## src/design/dcache_pkg.sv

```systemverilog
////////////////////
// dcache shared types
// address split, request and memory command structs, FSM and opcode enums
////////////////////
package dcache_pkg;

  typedef logic [31:0] addr_t;
  typedef logic [63:0] data_t;
  typedef logic [7:0]  strb_t;
  typedef logic [22:0] tag_t;
  typedef logic [5:0]  index_t;
  typedef logic [1:0]  resp_t;

  localparam resp_t RESP_OKAY = 2'd0;
  localparam int    NUM_SETS  = 64;

  typedef enum logic {
    OP_READ,
    OP_WRITE
  } cache_op_e;

  typedef enum logic {
    MEM_FILL,
    MEM_WRITEBACK
  } mem_op_e;

  typedef enum logic [2:0] {
    ST_IDLE,
    ST_LOOKUP,
    ST_WB,
    ST_FILL,
    ST_RESP
  } ctrl_state_e;

  typedef struct packed {
    cache_op_e op;
    addr_t     addr;
    data_t     wdata;
    strb_t     strb;
  } cache_req_t;

  typedef struct packed {
    mem_op_e op;
    addr_t   addr;   // line aligned
    data_t   data;
  } mem_cmd_t;

  typedef struct packed {
    cache_op_e op;
    data_t     rdata;
  } cache_resp_t;

  // | tag 31:9 | index 8:3 | offset 2:0 |
  function automatic tag_t addr_tag(input addr_t a);
    return a[31:9];
  endfunction

  function automatic index_t addr_index(input addr_t a);
    return a[8:3];
  endfunction

endpackage

```

## src/design/dcache_mem_port.sv

```systemverilog
////////////////////
// dcache memory port
// bus master, one line fill or one line writeback per command
////////////////////
module dcache_mem_port
  import dcache_pkg::*;
(
  input  logic     clk,
  input  logic     rst,
  input  logic     cmd_valid_i,
  input  mem_cmd_t cmd_i,
  output logic     cmd_done_o,
  output data_t    fill_data_o,
  output logic     mem_ar_valid_o,
  input  logic     mem_ar_ready_i,
  output addr_t    mem_ar_addr_o,
  input  logic     mem_r_valid_i,
  output logic     mem_r_ready_o,
  input  data_t    mem_r_data_i,
  output logic     mem_aw_valid_o,
  input  logic     mem_aw_ready_i,
  output addr_t    mem_aw_addr_o,
  output logic     mem_w_valid_o,
  input  logic     mem_w_ready_i,
  output data_t    mem_w_data_o,
  output strb_t    mem_w_strb_o,
  input  logic     mem_b_valid_i,
  output logic     mem_b_ready_o
);

  typedef enum logic [2:0] {
    PH_IDLE,
    PH_AR,
    PH_R,
    PH_AW,
    PH_W,
    PH_B,
    PH_DONE
  } phase_e;

  phase_e phase_q;
  data_t  fill_q;

  always_ff @(posedge clk) begin
    if (rst) begin
      phase_q <= PH_IDLE;
    end else begin
      case (phase_q)
        PH_IDLE: if (cmd_valid_i) phase_q <= (cmd_i.op == MEM_FILL) ? PH_AR : PH_AW;
        PH_AR:   if (mem_ar_ready_i) phase_q <= PH_R;
        PH_R:    if (mem_r_valid_i) phase_q <= PH_DONE;
        PH_AW:   if (mem_aw_ready_i) phase_q <= PH_W;
        PH_W:    if (mem_w_ready_i) phase_q <= PH_B;
        PH_B:    if (mem_b_valid_i) phase_q <= PH_DONE;
        default: phase_q <= PH_IDLE;  // PH_DONE lasts one cycle
      endcase
    end
  end

  always_ff @(posedge clk) begin
    if (phase_q == PH_R && mem_r_valid_i) fill_q <= mem_r_data_i;
  end

  assign cmd_done_o     = (phase_q == PH_DONE);
  assign fill_data_o    = fill_q;

  // addr and data come straight from the held command
  assign mem_ar_valid_o = (phase_q == PH_AR);
  assign mem_ar_addr_o  = cmd_i.addr;
  assign mem_r_ready_o  = (phase_q == PH_R);
  assign mem_aw_valid_o = (phase_q == PH_AW);
  assign mem_aw_addr_o  = cmd_i.addr;
  assign mem_w_valid_o  = (phase_q == PH_W);
  assign mem_w_data_o   = cmd_i.data;
  assign mem_w_strb_o   = '1;  // full line
  assign mem_b_ready_o  = (phase_q == PH_B);

  a_ar_hold: assert property (@(posedge clk) disable iff (rst)
    mem_ar_valid_o && !mem_ar_ready_i |=> mem_ar_valid_o && $stable(mem_ar_addr_o));
  a_aw_hold: assert property (@(posedge clk) disable iff (rst)
    mem_aw_valid_o && !mem_aw_ready_i |=> mem_aw_valid_o && $stable(mem_aw_addr_o));
  a_w_hold: assert property (@(posedge clk) disable iff (rst)
    mem_w_valid_o && !mem_w_ready_i |=> mem_w_valid_o && $stable(mem_w_data_o));

endmodule

```

## config.mk

```make
export PLATFORM = sky130hd
export DESIGN_NAME = dcache_mem_port
export DESIGN_NICKNAME = d
export VERILOG_FILES = /design/src/design/dcache_pkg.sv /design/src/design/dcache_mem_port.sv
export SDC_FILE = /design/constraint.sdc
export NUM_CORES = 1
export LEC_CHECK = 0
export BUFFER_PORTS_ARGS = -buffer_cell sky130_fd_sc_hd__buf_2
export CORE_AREA = 10 10 138 140
export CTS_BUF_LIST = sky130_fd_sc_hd__clkbuf_4 sky130_fd_sc_hd__clkbuf_8
export CTS_CLUSTER_DIAMETER = 80
export DETAILED_ROUTE_END_ITERATION = 8
export DIE_AREA = 0 0 148 150
export HOLD_SLACK_MARGIN = 0.15
export PLACE_DENSITY = 0.5
export SLEW_MARGIN = 20
export SYNTH_ARGS = -nofsm -noshare
export SYNTH_HDL_FRONTEND = slang
export SYNTH_SLANG_ARGS = --single-unit
```

## constraint.sdc

```tcl
create_clock -name clk -period 3.4 [get_ports clk]
set_input_delay 0.34 -clock clk [delete_from_list [all_inputs] [get_ports clk]]
set_output_delay 0.34 -clock clk [all_outputs]
set_load 0.05 [all_outputs]
```

Word level (Yosys, flattened, before mapping) --
Index checks and enable logic that the tools add are counted.
Storage, ports and cells: output and inout bits 206, bits of input ports 169, latch bits 0, memory bits (read-only) 0, flip-flop bits (word level) 67, word-level logic and storage cells 25, bits in writable memories 0, memories 0
Cells by class: shift-type cells 0, div/mod/pow operators 0, reductions and logical operators 3, muxes and demuxes 8, add/sub/neg operators 0, $mul 0, equality and inequality tests 12, magnitude comparators 0, bitwise operators 0
Operators with widths (number):
- two-way mux 3 bit | 6
- one-hot mux 3 bit (6 select lines) | 1
- == test 3 bit, second input constant | 3
- == test 3 x 2 -> 1 bit, second input constant | 2
- inequality test 2 x 1 -> 1 bit, second input constant | 3
- inequality test 2 bit, second input constant | 3
- AND reduction 6 bit | 1
- == test 3 x 1 -> 1 bit, second input constant | 1
- zero test 3 bit | 1
- two-way mux 2 bit | 1
- logical AND 1 bit | 1

Longest topological paths before layout --
word-level depth 3, depth in mapped cells 5, gate-level depth less buffers 4

Least setup slack after synthesis --
No wires, ideal clock.
kind reg-to-reg, start point register phase_q[1], end point register fill_q[0], in the netlist fill_data_o[0], enable pin, slack -0.453 ns, clock period less this slack 3.853 ns, arrival time 3.425 ns, path buffers 1, data required time 2.972 ns, cell stages (with the launch flop) 4, setup time 0.428 ns, cell sequence dfxtp_1 -> buf_2 -> nor3b_1 -> and2_1
On the way: word-level cells in the longest chain between the ends 2
Ends and longest elaborated chain:
- from (decl) | line dcache_mem_port.sv:41 | phase_e phase_q;
- from (signal assigned) | line dcache_mem_port.sv:49 | PH_IDLE: if (cmd_valid_i) phase_q <= (cmd_i.op == MEM_FILL) ? PH_AR : PH_AW;
- == test 3 x 2 -> 1 bit
- via mem_r_ready_o | line dcache_mem_port.sv:18 | output logic mem_r_ready_o,
- logical AND 1 bit | line dcache_mem_port.sv:61 | if (phase_q == PH_R && mem_r_valid_i) fill_q <= mem_r_data_i;
- to (signal assigned) | line dcache_mem_port.sv:61
- to (decl) | line dcache_mem_port.sv:42 | data_t fill_q;
The timed path passes the listed nets, and every way through them passes these cells. A chain may end at the register's enable or synchronous reset.

Worst setup path after layout --
start point register phase_q[1], end point register fill_q[52], in the netlist fill_data_o[52], enable pin
On the way: word-level cells in the longest chain between the ends 2
Ends and longest elaborated chain (line):
- == test 3 x 2 -> 1 bit | dcache_mem_port.sv:61
- logical AND 1 bit | dcache_mem_port.sv:61
Every way passes these cells.

==> insert_results.sql <==
INSERT INTO impl_metrics (metric_group, metric, value, unit) VALUES
('clock_tree', 'h-tree-depth', '3', ''),
('setup_path', 'worst_path_max_delay_cell', 'sky130_fd_sc_hd__buf_4', ''),
('global_routing', 'grtUsageTotal', '9.304', '%'),
('sta', 'finalSetupViolCount', '0', ''),
('detailed_routing', 'wl_met3', '2764', 'µm'),
('power', 'power_frac_seq', '45.9', '%'),
('power', 'combPwrFrac', '32.7', '%'),
('setup_path', 'slowest_stage_delay_cp', '0.60', 'ns'),
('floorplanning', 'die-width', '148', 'µm'),
('floorplanning', 'std_cell_rows', '47', ''),
('global_routing', 'grt_start_max_net_pins', '65', ''),
('sta', 'fin_hold_ws', '0.1788', 'ns'),
('sta', 'maxSlewViolCount', '0', ''),
('clock_tree', 'hold_buffers', '0', ''),
('detailed_routing', 'starting_drc_count_in_detailed_routing', '56', ''),
('worst_hold_path', 'min-delay-start', 'mem_r_data_i[7]', ''),
('placement', 'globalplace.congestion', '0.7807', ''),
('clock_tree', 'cts_root_buffer', 'sky130_fd_sc_hd__clkbuf_8', ''),
('detailed_routing', 'mean_number_of_vias_per_cell', '3.454', ''),
('logic_synthesis', 'netlist_instances', '233', ''),
('detailed_routing', 'final_antenna_net_count', '0', ''),
('logic_synthesis', 'synthDistinctLibCells', '21', ''),
('setup_path', 'r2r_end', 'fill_data_o[52]', ''),
('setup_path', 'criticalPathCategory', 'register to register', ''),
('power', 'p_int', '1.490', 'mW'),
('logic_synthesis', 'synth_largest_type_area_fraction', '59.95', '%'),
('floorplanning', 'floorplan.initialDensity', '19.61', '%'),
('setup_path', 'r2r_cells', '3', ''),
('sta', 'setup_ws', '1.375', 'ns'),
('cells_and_area', 'final_layout_size_suffix_gt1_share', '61.15', '%'),
('logic_synthesis', 'synth_area_leader_cell', 'sky130_fd_sc_hd__edfxtp_1', ''),
('setup_path', 'cpLargestDelayFamily', 'buffers and inverters', ''),
('job', 'maxCapViolations', '0', ''),
('placement', 'numPlacedInstances', '465', ''),
('setup_path', 'cp.required', '3.36', 'ns'),
('floorplanning', 'vertical_die_dimension', '150', 'µm'),
('power', 'power.ir.vdd_worst', '0.2325', 'mV'),
('global_routing', 'vias_in_the_first_global_route', '1743', ''),
('sta', 'setup_tns', '0', 'ns'),
('logic_synthesis', 'asyncSetResetFlopFracSynth', '0', '%'),
('logic_synthesis', 'post-synth-top-count-cell', 'sky130_fd_sc_hd__buf_4', ''),
('logic_synthesis', 'avgSynthCellArea', '13.76', 'µm²'),
('run_status', 'outcome', 'finished, final reports clean', ''),
('sta', 'final_period_minus_worst_setup_slack', '2.025', 'ns'),
('setup_path', 'worst-endpoint-arrival', '1.98', 'ns'),
('power', 'total_switching_power', '978.1', 'µW'),
('sta', 'clock.fmax', '493.8', 'MHz'),
('logic_synthesis', 'synth_enable_flop_cells', '64', ''),
('cells_and_area', 'utilization', '20.51', '%'),
('floorplanning', 'core_area', '0.01635', 'mm²'),
('power', 'power_frac_clock', '21.5', '%'),
('detailed_routing', 'post_drt_wl_per_cell', '24.10', 'µm'),
('logic_synthesis', 'seq_area_frac_synth', '61.83', '%'),
('global_routing', 'globalRouteOverflowTotal', '0', ''),
('floorplanning', 'pin_count', '375', ''),
('clock_tree', 'clk_pin_slew_worst_paths', '0.07', 'ns'),
('detailed_routing', 'met2_wirelength', '5775', 'µm'),
('sta', 'skew', '0.008732', 'ns'),
('global_routing', 'first_pass_grt_wire_length', '14570', 'µm'),
('clock_tree', 'post_cts_resized', '0', ''),
('setup_path', 'worstSetupEndpointType', 'register', ''),
('setup_path', 'crit-reg2reg-launch', 'phase_q[1]', ''),
('detailed_routing', 'post-route-drc-count', '0', ''),
('sta', 'timing.final.hold_violations', '0', ''),
('clock_tree', 'post-cts-setup-buffer-count', '0', ''),
('clock_tree', 'cts_tree', 'built', ''),
('detailed_routing', 'postRouteWirelength', '11570', 'µm'),
('cells_and_area', 'areaGrowthSynthToFinish', '4.606', '%'),
('logic_synthesis', 'synth_seq_cells', '67', ''),
('clock_tree', 'clk_latency', '0.33', 'ns'),
('cells_and_area', 'final_net_count', '425', '');
## power by group through the flow
| stage | logic [mW] | clock network, mW | registers [mW] |
|---|---|---|---|
| after detailed placement | 0.814 | 0 | 1.15 |
| after CTS | 0.814 | 0.557 | 1.13 |
| after global routing | 0.846 | 0.596 | 1.15 |
| final | 0.806 | 0.530 | 1.13 |
| after global placement | 0.812 | 0 | 1.15 |
| after floorplan | 0.638 | 0 | 1.53 |
## registers in the layout (all words and copies together), names as in the netlist
name and flops:
fill_data_o 64, phase_q 3
## layer usage
layer	up-vias	GRT usage (%)
met5	-	1.134
met4	2	4.212
met3	28	9.662
met2	257	16.47
met1	682	5.809
li1	689	-
## stage by stage
step,power [mW],area (µm²)
global route,2.590,3353
global placement,1.960,3196
CTS,2.505,3353
detailed placement,1.966,3196
finish,2.468,3353
floorplan,2.168,3233
## cell type report
cell class                 instances  area (µm²)
sequential                        67        1982
tap                              220       275.3
clock buffer                       9       123.9
timing repair buffer             143       718.2
multi-input combinational         34       216.5
fill                            1796       13000
clock inverter                     6       33.78
inverter                           1       3.754
## worst max-delay path by stage
stage	from	to	slack, ns	depth (start not counted)
CTS	phase_q[1]	fill_data_o[52]	1.37	3
floorplan	phase_q[1]	fill_data_o[0]	0.19	3
finish	phase_q[1]	fill_data_o[52]	1.38	3
global route	phase_q[1]	fill_data_o[52]	1.19	3
detailed placement	phase_q[1]	fill_data_o[10]	1.40	3
global placement	phase_q[1]	fill_data_o[10]	1.41	3
## cell families after synthesis
group,after synthesis,share of synthesized area [%]
simple gates,15,2.654
mux,5,1.600
other cells,1,0.1170
flops,67,61.83
compound gates,6,1.522
buf+inv,139,32.28
## layout by cell type (no fill, tap or decap), types with 2 or more instances in the layout
cell type / synthesis / final
sky130_fd_sc_hd__nor3b_1: 3 / 3
sky130_fd_sc_hd__a21oi_1: 2 / 2
sky130_fd_sc_hd__clkinv_2: 0 / 3
sky130_fd_sc_hd__conb_1: 1 / 8
sky130_fd_sc_hd__buf_2: 2 / 142
sky130_fd_sc_hd__nand2b_1: 2 / 2
sky130_fd_sc_hd__edfxtp_1: 64 / 64
sky130_fd_sc_hd__clkinvlp_4: 0 / 2
sky130_fd_sc_hd__mux2i_1: 4 / 4
sky130_fd_sc_hd__nor2_1: 4 / 4
sky130_fd_sc_hd__clkbuf_8: 0 / 9
sky130_fd_sc_hd__dfxtp_1: 3 / 3
Note: power is estimated with default switching activity, not from simulation.
