[config.mk]
export PLATFORM = sky130hd
export DESIGN_NAME = dcache_core_port
export DESIGN_NICKNAME = d
export VERILOG_FILES = /design/src/design/dcache_pkg.sv /design/src/design/dcache_core_port.sv
export SDC_FILE = /design/constraint.sdc
export NUM_CORES = 1
export LEC_CHECK = 0
export BUFFER_PORTS_ARGS = -buffer_cell sky130_fd_sc_hd__buf_2
export CORE_AREA = 2 2 152 154
export DETAILED_ROUTE_END_ITERATION = 8
export DIE_AREA = 0 0 154 156
export HOLD_SLACK_MARGIN = 0.06
export PLACE_DENSITY = 0.72
export SLEW_MARGIN = 25
export SYNTH_ARGS = -nofsm -noshare
export SYNTH_HDL_FRONTEND = slang
export SYNTH_SLANG_ARGS = --single-unit
export TNS_END_PERCENT = 10
[constraint.sdc]
create_clock -name clk -period 3.8 [get_ports clk]
set_input_delay 0.19 -clock clk [delete_from_list [all_inputs] [get_ports clk]]
set_output_delay 0.19 -clock clk [all_outputs]
set_load 0.005 [all_outputs]
[src/design/dcache_pkg.sv]
////////////////////
// dcache shared types
// address split, request and memory command structs, FSM and opcode enums
////////////////////
package dcache_pkg;

  typedef logic [31:0] addr_t;
  typedef logic [63:0] data_t;
  typedef logic [7:0]  strb_t;
  typedef logic [22:0] tag_t;
  typedef logic [5:0]  index_t;
  typedef logic [1:0]  resp_t;

  localparam resp_t RESP_OKAY = 2'd0;
  localparam int    NUM_SETS  = 64;

  typedef enum logic {
    OP_READ,
    OP_WRITE
  } cache_op_e;

  typedef enum logic {
    MEM_FILL,
    MEM_WRITEBACK
  } mem_op_e;

  typedef enum logic [2:0] {
    ST_IDLE,
    ST_LOOKUP,
    ST_WB,
    ST_FILL,
    ST_RESP
  } ctrl_state_e;

  typedef struct packed {
    cache_op_e op;
    addr_t     addr;
    data_t     wdata;
    strb_t     strb;
  } cache_req_t;

  typedef struct packed {
    mem_op_e op;
    addr_t   addr;   // line aligned
    data_t   data;
  } mem_cmd_t;

  typedef struct packed {
    cache_op_e op;
    data_t     rdata;
  } cache_resp_t;

  // | tag 31:9 | index 8:3 | offset 2:0 |
  function automatic tag_t addr_tag(input addr_t a);
    return a[31:9];
  endfunction

  function automatic index_t addr_index(input addr_t a);
    return a[8:3];
  endfunction

endpackage

[src/design/dcache_core_port.sv]
////////////////////
// dcache core port
// takes one read or write from the core at a time,
// hands it to the controller and returns the r or b response
////////////////////
module dcache_core_port
  import dcache_pkg::*;
(
  input  logic        clk,
  input  logic        rst,
  input  logic        ar_valid_i,
  output logic        ar_ready_o,
  input  addr_t       ar_addr_i,
  output logic        r_valid_o,
  input  logic        r_ready_i,
  output data_t       r_data_o,
  output resp_t       r_resp_o,
  input  logic        aw_valid_i,
  output logic        aw_ready_o,
  input  addr_t       aw_addr_i,
  input  logic        w_valid_i,
  output logic        w_ready_o,
  input  data_t       w_data_i,
  input  strb_t       w_strb_i,
  output logic        b_valid_o,
  input  logic        b_ready_i,
  output resp_t       b_resp_o,
  output logic        req_valid_o,
  input  logic        req_take_i,
  output cache_req_t  req_o,
  input  logic        resp_valid_i,
  input  cache_resp_t resp_i
);

  logic       busy_q;     // request outstanding until r/b handshake
  logic       req_valid_q;
  logic       aw_got_q;
  logic       w_got_q;
  logic       r_valid_q;
  logic       b_valid_q;
  cache_req_t req_q;
  addr_t      aw_addr_q;
  data_t      w_data_q;
  strb_t      w_strb_q;
  data_t      r_data_q;

  logic ar_hs, aw_hs, w_hs, write_fire;

  assign ar_ready_o = !busy_q && !aw_got_q && !w_got_q;
  assign aw_ready_o = !busy_q && !aw_got_q && !(ar_valid_i && ar_ready_o);  // read wins
  assign w_ready_o  = !busy_q && !w_got_q;

  assign ar_hs      = ar_valid_i && ar_ready_o;
  assign aw_hs      = aw_valid_i && aw_ready_o;
  assign w_hs       = w_valid_i && w_ready_o;
  assign write_fire = !busy_q && (aw_got_q || aw_hs) && (w_got_q || w_hs);

  always_ff @(posedge clk) begin
    if (rst) begin
      busy_q      <= 1'b0;
      req_valid_q <= 1'b0;
      aw_got_q    <= 1'b0;
      w_got_q     <= 1'b0;
      r_valid_q   <= 1'b0;
      b_valid_q   <= 1'b0;
    end else begin
      if (ar_hs || write_fire) begin
        busy_q      <= 1'b1;
        req_valid_q <= 1'b1;
      end else if (req_take_i) begin
        req_valid_q <= 1'b0;
      end
      if (write_fire) begin
        aw_got_q <= 1'b0;
        w_got_q  <= 1'b0;
      end else begin
        if (aw_hs) aw_got_q <= 1'b1;
        if (w_hs)  w_got_q  <= 1'b1;
      end
      if (resp_valid_i && resp_i.op == OP_READ) r_valid_q <= 1'b1;
      if (resp_valid_i && resp_i.op == OP_WRITE) b_valid_q <= 1'b1;
      if (r_valid_q && r_ready_i) begin
        r_valid_q <= 1'b0;
        busy_q    <= 1'b0;
      end
      if (b_valid_q && b_ready_i) begin
        b_valid_q <= 1'b0;
        busy_q    <= 1'b0;
      end
    end
  end

  always_ff @(posedge clk) begin
    if (aw_hs) aw_addr_q <= aw_addr_i;
    if (w_hs) begin
      w_data_q <= w_data_i;
      w_strb_q <= w_strb_i;
    end
    if (ar_hs) begin
      req_q <= '{op: OP_READ, addr: ar_addr_i, wdata: '0, strb: '0};
    end else if (write_fire) begin
      req_q.op    <= OP_WRITE;
      req_q.addr  <= aw_hs ? aw_addr_i : aw_addr_q;
      req_q.wdata <= w_hs ? w_data_i : w_data_q;
      req_q.strb  <= w_hs ? w_strb_i : w_strb_q;
    end
    if (resp_valid_i) r_data_q <= resp_i.rdata;
  end

  assign req_valid_o = req_valid_q;
  assign req_o       = req_q;
  assign r_valid_o   = r_valid_q;
  assign r_data_o    = r_data_q;
  assign r_resp_o    = RESP_OKAY;
  assign b_valid_o   = b_valid_q;
  assign b_resp_o    = RESP_OKAY;

  // controller answers only a request already taken from this port
  a_resp_outstanding: assert property (@(posedge clk) disable iff (rst)
    resp_valid_i |-> busy_q && !req_valid_q);

endmodule

# Word-level counts from Yosys, hierarchy flattened
# Index checks and enable logic that the tools add are counted.
# Widths: inputs -> output; s select.
# totals
ff_bits	279
wordCells	48
# op_classes
n_mux	7
bitwise_logic	1
reduce_logical	26
# op_table
op	count
$mux 104	2
$mux 64	1
$mux 32	1
$logic_and 1x1->1	13
$mux 8	1
$reduce_or 2->1	3
$logic_not 1->1	4
$reduce_bool 2->1	2
$logic_or 1x1->1	3
$reduce_or 3->1	1
$mux 1	2
$not 1->1	1

# Longest topological paths before layout
# logic_depth
depth_word	12
ltp_mapped	7
mapped_depth_nobuf	4

# Worst setup path after synthesis
# OpenSTA, ideal clock, no wires.
# synth_path
path_kind	reg2reg
from	register aw_got_q
to	register req_q, in the netlist req_o[100] (enable)
arrival_ps	1807
required_time_ps	3413
slack_ps	1606
path_stages_with_launch	6
n_path_buf	2
synth_period_minus_slack_ps	2194
cell_sequence	dfxtp_1 -> nor2_1 -> a221o_1 -> buf_2 -> buf_2 -> inv_1
# synth_between
elab_chain_len	11
# synth_rtl
element	line_no	source
from (decl)	dcache_core_port.sv:37	logic aw_got_q;
from (signal assigned)	dcache_core_port.sv:62	aw_got_q <= 1'b0;
from (signal assigned)	dcache_core_port.sv:74	aw_got_q <= 1'b0;
from (signal assigned)	dcache_core_port.sv:77	if (aw_hs) aw_got_q <= 1'b1;
$logic_not 1->1	dcache_core_port.sv:49, dcache_core_port.sv:50	
$logic_and 1x1->1	dcache_core_port.sv:49, dcache_core_port.sv:50	
$logic_and 1x1->1	dcache_core_port.sv:49	assign ar_ready_o = !busy_q && !aw_got_q && !w_got_q;
$logic_and 1x1->1	dcache_core_port.sv:50, dcache_core_port.sv:53	
$logic_not 1->1	dcache_core_port.sv:50	assign aw_ready_o = !busy_q && !aw_got_q && !(ar_valid_i && ar_ready_o);
$logic_and 1x1->1	dcache_core_port.sv:50	
$logic_and 1x1->1	dcache_core_port.sv:54	assign aw_hs = aw_valid_i && aw_ready_o;
$logic_or 1x1->1	dcache_core_port.sv:56	assign write_fire = !busy_q && (aw_got_q || aw_hs) && (w_got_q || w_hs);
$logic_and 1x1->1 (2 in series)	dcache_core_port.sv:56	
$reduce_bool 2->1 (no source line) *	n/a	
to (signal assigned)	dcache_core_port.sv:100	req_q <= '{op: OP_READ, addr: ar_addr_i, wdata: '0, strb: '0};
to (decl)	dcache_core_port.sv:41	cache_req_t req_q;
# Mark *: on every way between the ends. The rest lies on a longest branch, timed or not.
# A chain may end at the register's enable or synchronous reset.

# Final worst setup path
# layout_path
from	register busy_q
to	register req_q, in the netlist req_o[74] (data pin)
# layout_between
elab_chain_len	10
# layout_rtl
element	line_no	source
from (decl)	dcache_core_port.sv:35	logic busy_q;
from (signal assigned)	dcache_core_port.sv:60	busy_q <= 1'b0;
from (signal assigned)	dcache_core_port.sv:68	busy_q <= 1'b1;
from (signal assigned)	dcache_core_port.sv:84	busy_q <= 1'b0;
$logic_not 1->1 *	dcache_core_port.sv:49, dcache_core_port.sv:50	
$logic_and 1x1->1 *	dcache_core_port.sv:49, dcache_core_port.sv:50	
$logic_and 1x1->1	dcache_core_port.sv:49	
$logic_and 1x1->1	dcache_core_port.sv:50, dcache_core_port.sv:53	
$logic_not 1->1	dcache_core_port.sv:50	
$logic_and 1x1->1	dcache_core_port.sv:50	
$logic_and 1x1->1	dcache_core_port.sv:54	
$mux 32	n/a	
$mux 104	dcache_core_port.sv:101	end else if (write_fire) begin
$mux 104 *	dcache_core_port.sv:99	if (ar_hs) begin
# Mark *: on every way between the ends. The rest lies on a longest branch, timed or not. The select of a mux whose other input is x is not followed.

==> results.toml <==
[cells_and_area]
fill_cells = 1501
synthToLayoutAreaGrowth_pct = 54.4
nets = 1364
layout-drive-gt1-share = 0.468

[cts]
clock_latency_ns = 0.53
cts_made_buffers = 28
h-tree-depth = 1
cts_tree = "done"
cts_max_path_buffers = 3
clk_pin_slew_ns = 0.07
clkSinkCount = 279
root_buffer = "clkbuf_16"
cts_resized = 0

[pwr]
seq_power_share = 0.465
p_switching_mw = 2.20
p_per_area_nw_per_um2 = 600
vdd.ir_drop.worst_mv = 0.373
p_leak_nw = 6.75
p_sw_frac = 0.251
clkPwrFrac = 0.316
power.internal_mw = 6.56
p_comb_frac = 0.219

[placed_design]
port_buffers = 384
dp_hpwl_mm = 16.0
gp_congestion = 0.793

[grt]
overflow = 0
antenna_found_initial = 4
grt_max_degree = 75
track_usage = 0.221
grt_first_pass_wirelength_mm = 42.0
grt_pass1_vias = 7624

[floorplan]
core_um2 = 22400
die_area_um2 = 24000
initial_core_util = 0.423
row_count = 55
die_x_um = 154
ios = 389
die_h_um = 156

[sta]
layout_min_cycle_time_ns = 2.52
fmax_mhz = 397
final.setup.tns_ns = 0
holdWs_ns = 0.243
slew_headroom = 0.397
slew_violations = 0
rsz0062_at_grt = "false"
final_hold_viol_count = 0
finClkSkew_ns = 0.0145
setup_violations = 0
post-route-period-util = 0.663
worst_pin_slew_ns = 0.904

[synth]
synth.mux.area_fraction = 0.164
synth-warning-count = 0
synth_xor_xnor_area_share = 0
synthSimpleGateAreaFrac = 0.0127
synth_top_family_by_area = "multiplexers"
synth_edf_count = 96
syn_area_um2 = 9470
synth.distinct_cells = 25
synthArstFlopShare = 0
synth_cells = 558
ys.flop_type = "dfxtp_1"
ys_ff_latch = 279
synth_compound_area_frac = 0.103
synth_fa_ha_area_frac = 0
yosysSeqAreaShare = 0.691
synth.avg_cell_area_um2 = 17.0

[drt]
vias = 7107
drc_errors = 0
avgViaCountPerCell = 4.85
routed_wl_mm = 27.5
ant_nets = 0
routedWlPerCell_um = 18.7
dr.pass1.iters = 4
drt_iter0_markers = 310

[status]
status = "complete, no violations"

[worst_setup_path]
start_kind = "register"
crit_required_ns = 4.07
crit_arrival_ns = 2.79
end_kind = "register"
critical_path_class = "register to register"
critPathMaxFanout = 21

[run]
drv_cap = 0

[hold_path]
hp-class = "input port to register"
==> Yosys cell counts, types with 2 or more instances <==
library cell  number  share of area
a21oi_1            4         0.0021
a22o_1           104          0.096
and2_1             2         0.0013
buf_2             10         0.0053
buf_4              6         0.0048
buf_6             11          0.013
clkbuf_1          11         0.0044
dfxtp_1          183           0.39
edfxtp_1          96           0.30
inv_1              4         0.0016
mux2_2             6         0.0071
mux2_4            99           0.16
nand2b_1           2         0.0013
nor2_1             7         0.0028
nor3_1             3         0.0016
==> metrics by stage <==
step / power, mW / util / setup WS (ns) / area, µm² / cells
2_1_floorplan: 5.14 / - / 1.61 / 9480 / 561
3_3_place_gp: 5.77 / 0.518 / 1.39 / 11600 / 1201
3_5_place_dp: 5.82 / 0.518 / 1.33 / 11600 / 1201
4_1_cts: 8.77 / 0.653 / 1.29 / 14600 / 1461
5_1_grt: 9.15 / 0.654 / 1.17 / 14600 / 1465
6_report: 8.76 / 0.654 / 1.28 / 14600 / 1466
==> logic make-up after synthesis <==
logic type / after synthesis
buf+inv: 42
simple gates: 19
mux: 105
other cells: 1
flops: 279
compound gates: 112
==> power groups by stage <==
stage | logic [mW] | registers, mW | clock network [mW]
5_1_grt | 2.06 | 4.14 | 2.95
6_report | 1.92 | 4.08 | 2.77
3_3_place_gp | 1.67 | 4.10 | 0
2_1_floorplan | 1.03 | 4.10 | 0
4_1_cts | 1.90 | 4.06 | 2.81
3_5_place_dp | 1.71 | 4.10 | 0
==> layout by cell type, fill, tap and decap left out, types with 5 or more instances in the layout <==
cell type        n
clkbuf_8         5
dfxtp_1        183
diode_2          5
a22o_1         104
dlygate4sd3_1  208
clkbuf_1         6
edfxtp_1        96
nor2_1           7
buf_2          384
clkbuf_16       29
mux2_4          99
buf_4            8
mux2_2           6
==> worst max-delay path: stages (launching register included) <==
cell and delay [ns]:
dfxtp_1 0.41, nor2_1 0.21, nand3_2 0.61, buf_4 0.48, mux2_4 0.33, a22o_1 0.20
==> worst paths after layout <==
kind,endpoint,startpoint,slack (ns),depth (start not counted)
worst max-delay path,req_o[74],busy_q,1.28,5
worst min-delay path,aw_got_q,ar_valid_i,0.24,5
worst max register to register,req_o[74],busy_q,1.28,5
worst min register to register,w_data_q[11],w_data_q[11],0.47,1
==> area by class of cell <==
class | count | area, µm² | area share
sequential | 279 | 6550 | 0.448
inverter | 4 | 15.0 | 0.00103
multi-input combinational | 240 | 2670 | 0.183
clock buffer | 40 | 817 | 0.0559
clock inverter | 12 | 118 | 0.00805
antenna | 5 | 12.5 | 0.000856
timing repair buffer | 601 | 4080 | 0.279
tap | 285 | 357 | 0.0244
==> layer usage <==
metal / up-vias / share of wire / GRT usage
li1: 3290 / - / -
met1: 3464 / 0.38 / 0.251
met2: 288 / 0.52 / 0.405
met3: 65 / 0.069 / 0.0519
met4: 0 / 0.031 / 0.0783
met5: - / 0 / 0
==> repair_timing <==
action                                 in CTS  in global routing
hold buffers                              208                  0
buffers inserted                            0                  0
endpoints found under the hold margin     278                  0
==> state kept, by name (all words and copies together) (netlist names), 8 cells and up <==
register / count
w_data_q: 64
r_data_o: 64
aw_addr_q: 32
req_o: 105
w_strb_q: 8
(Power assumes the default switching activity.)
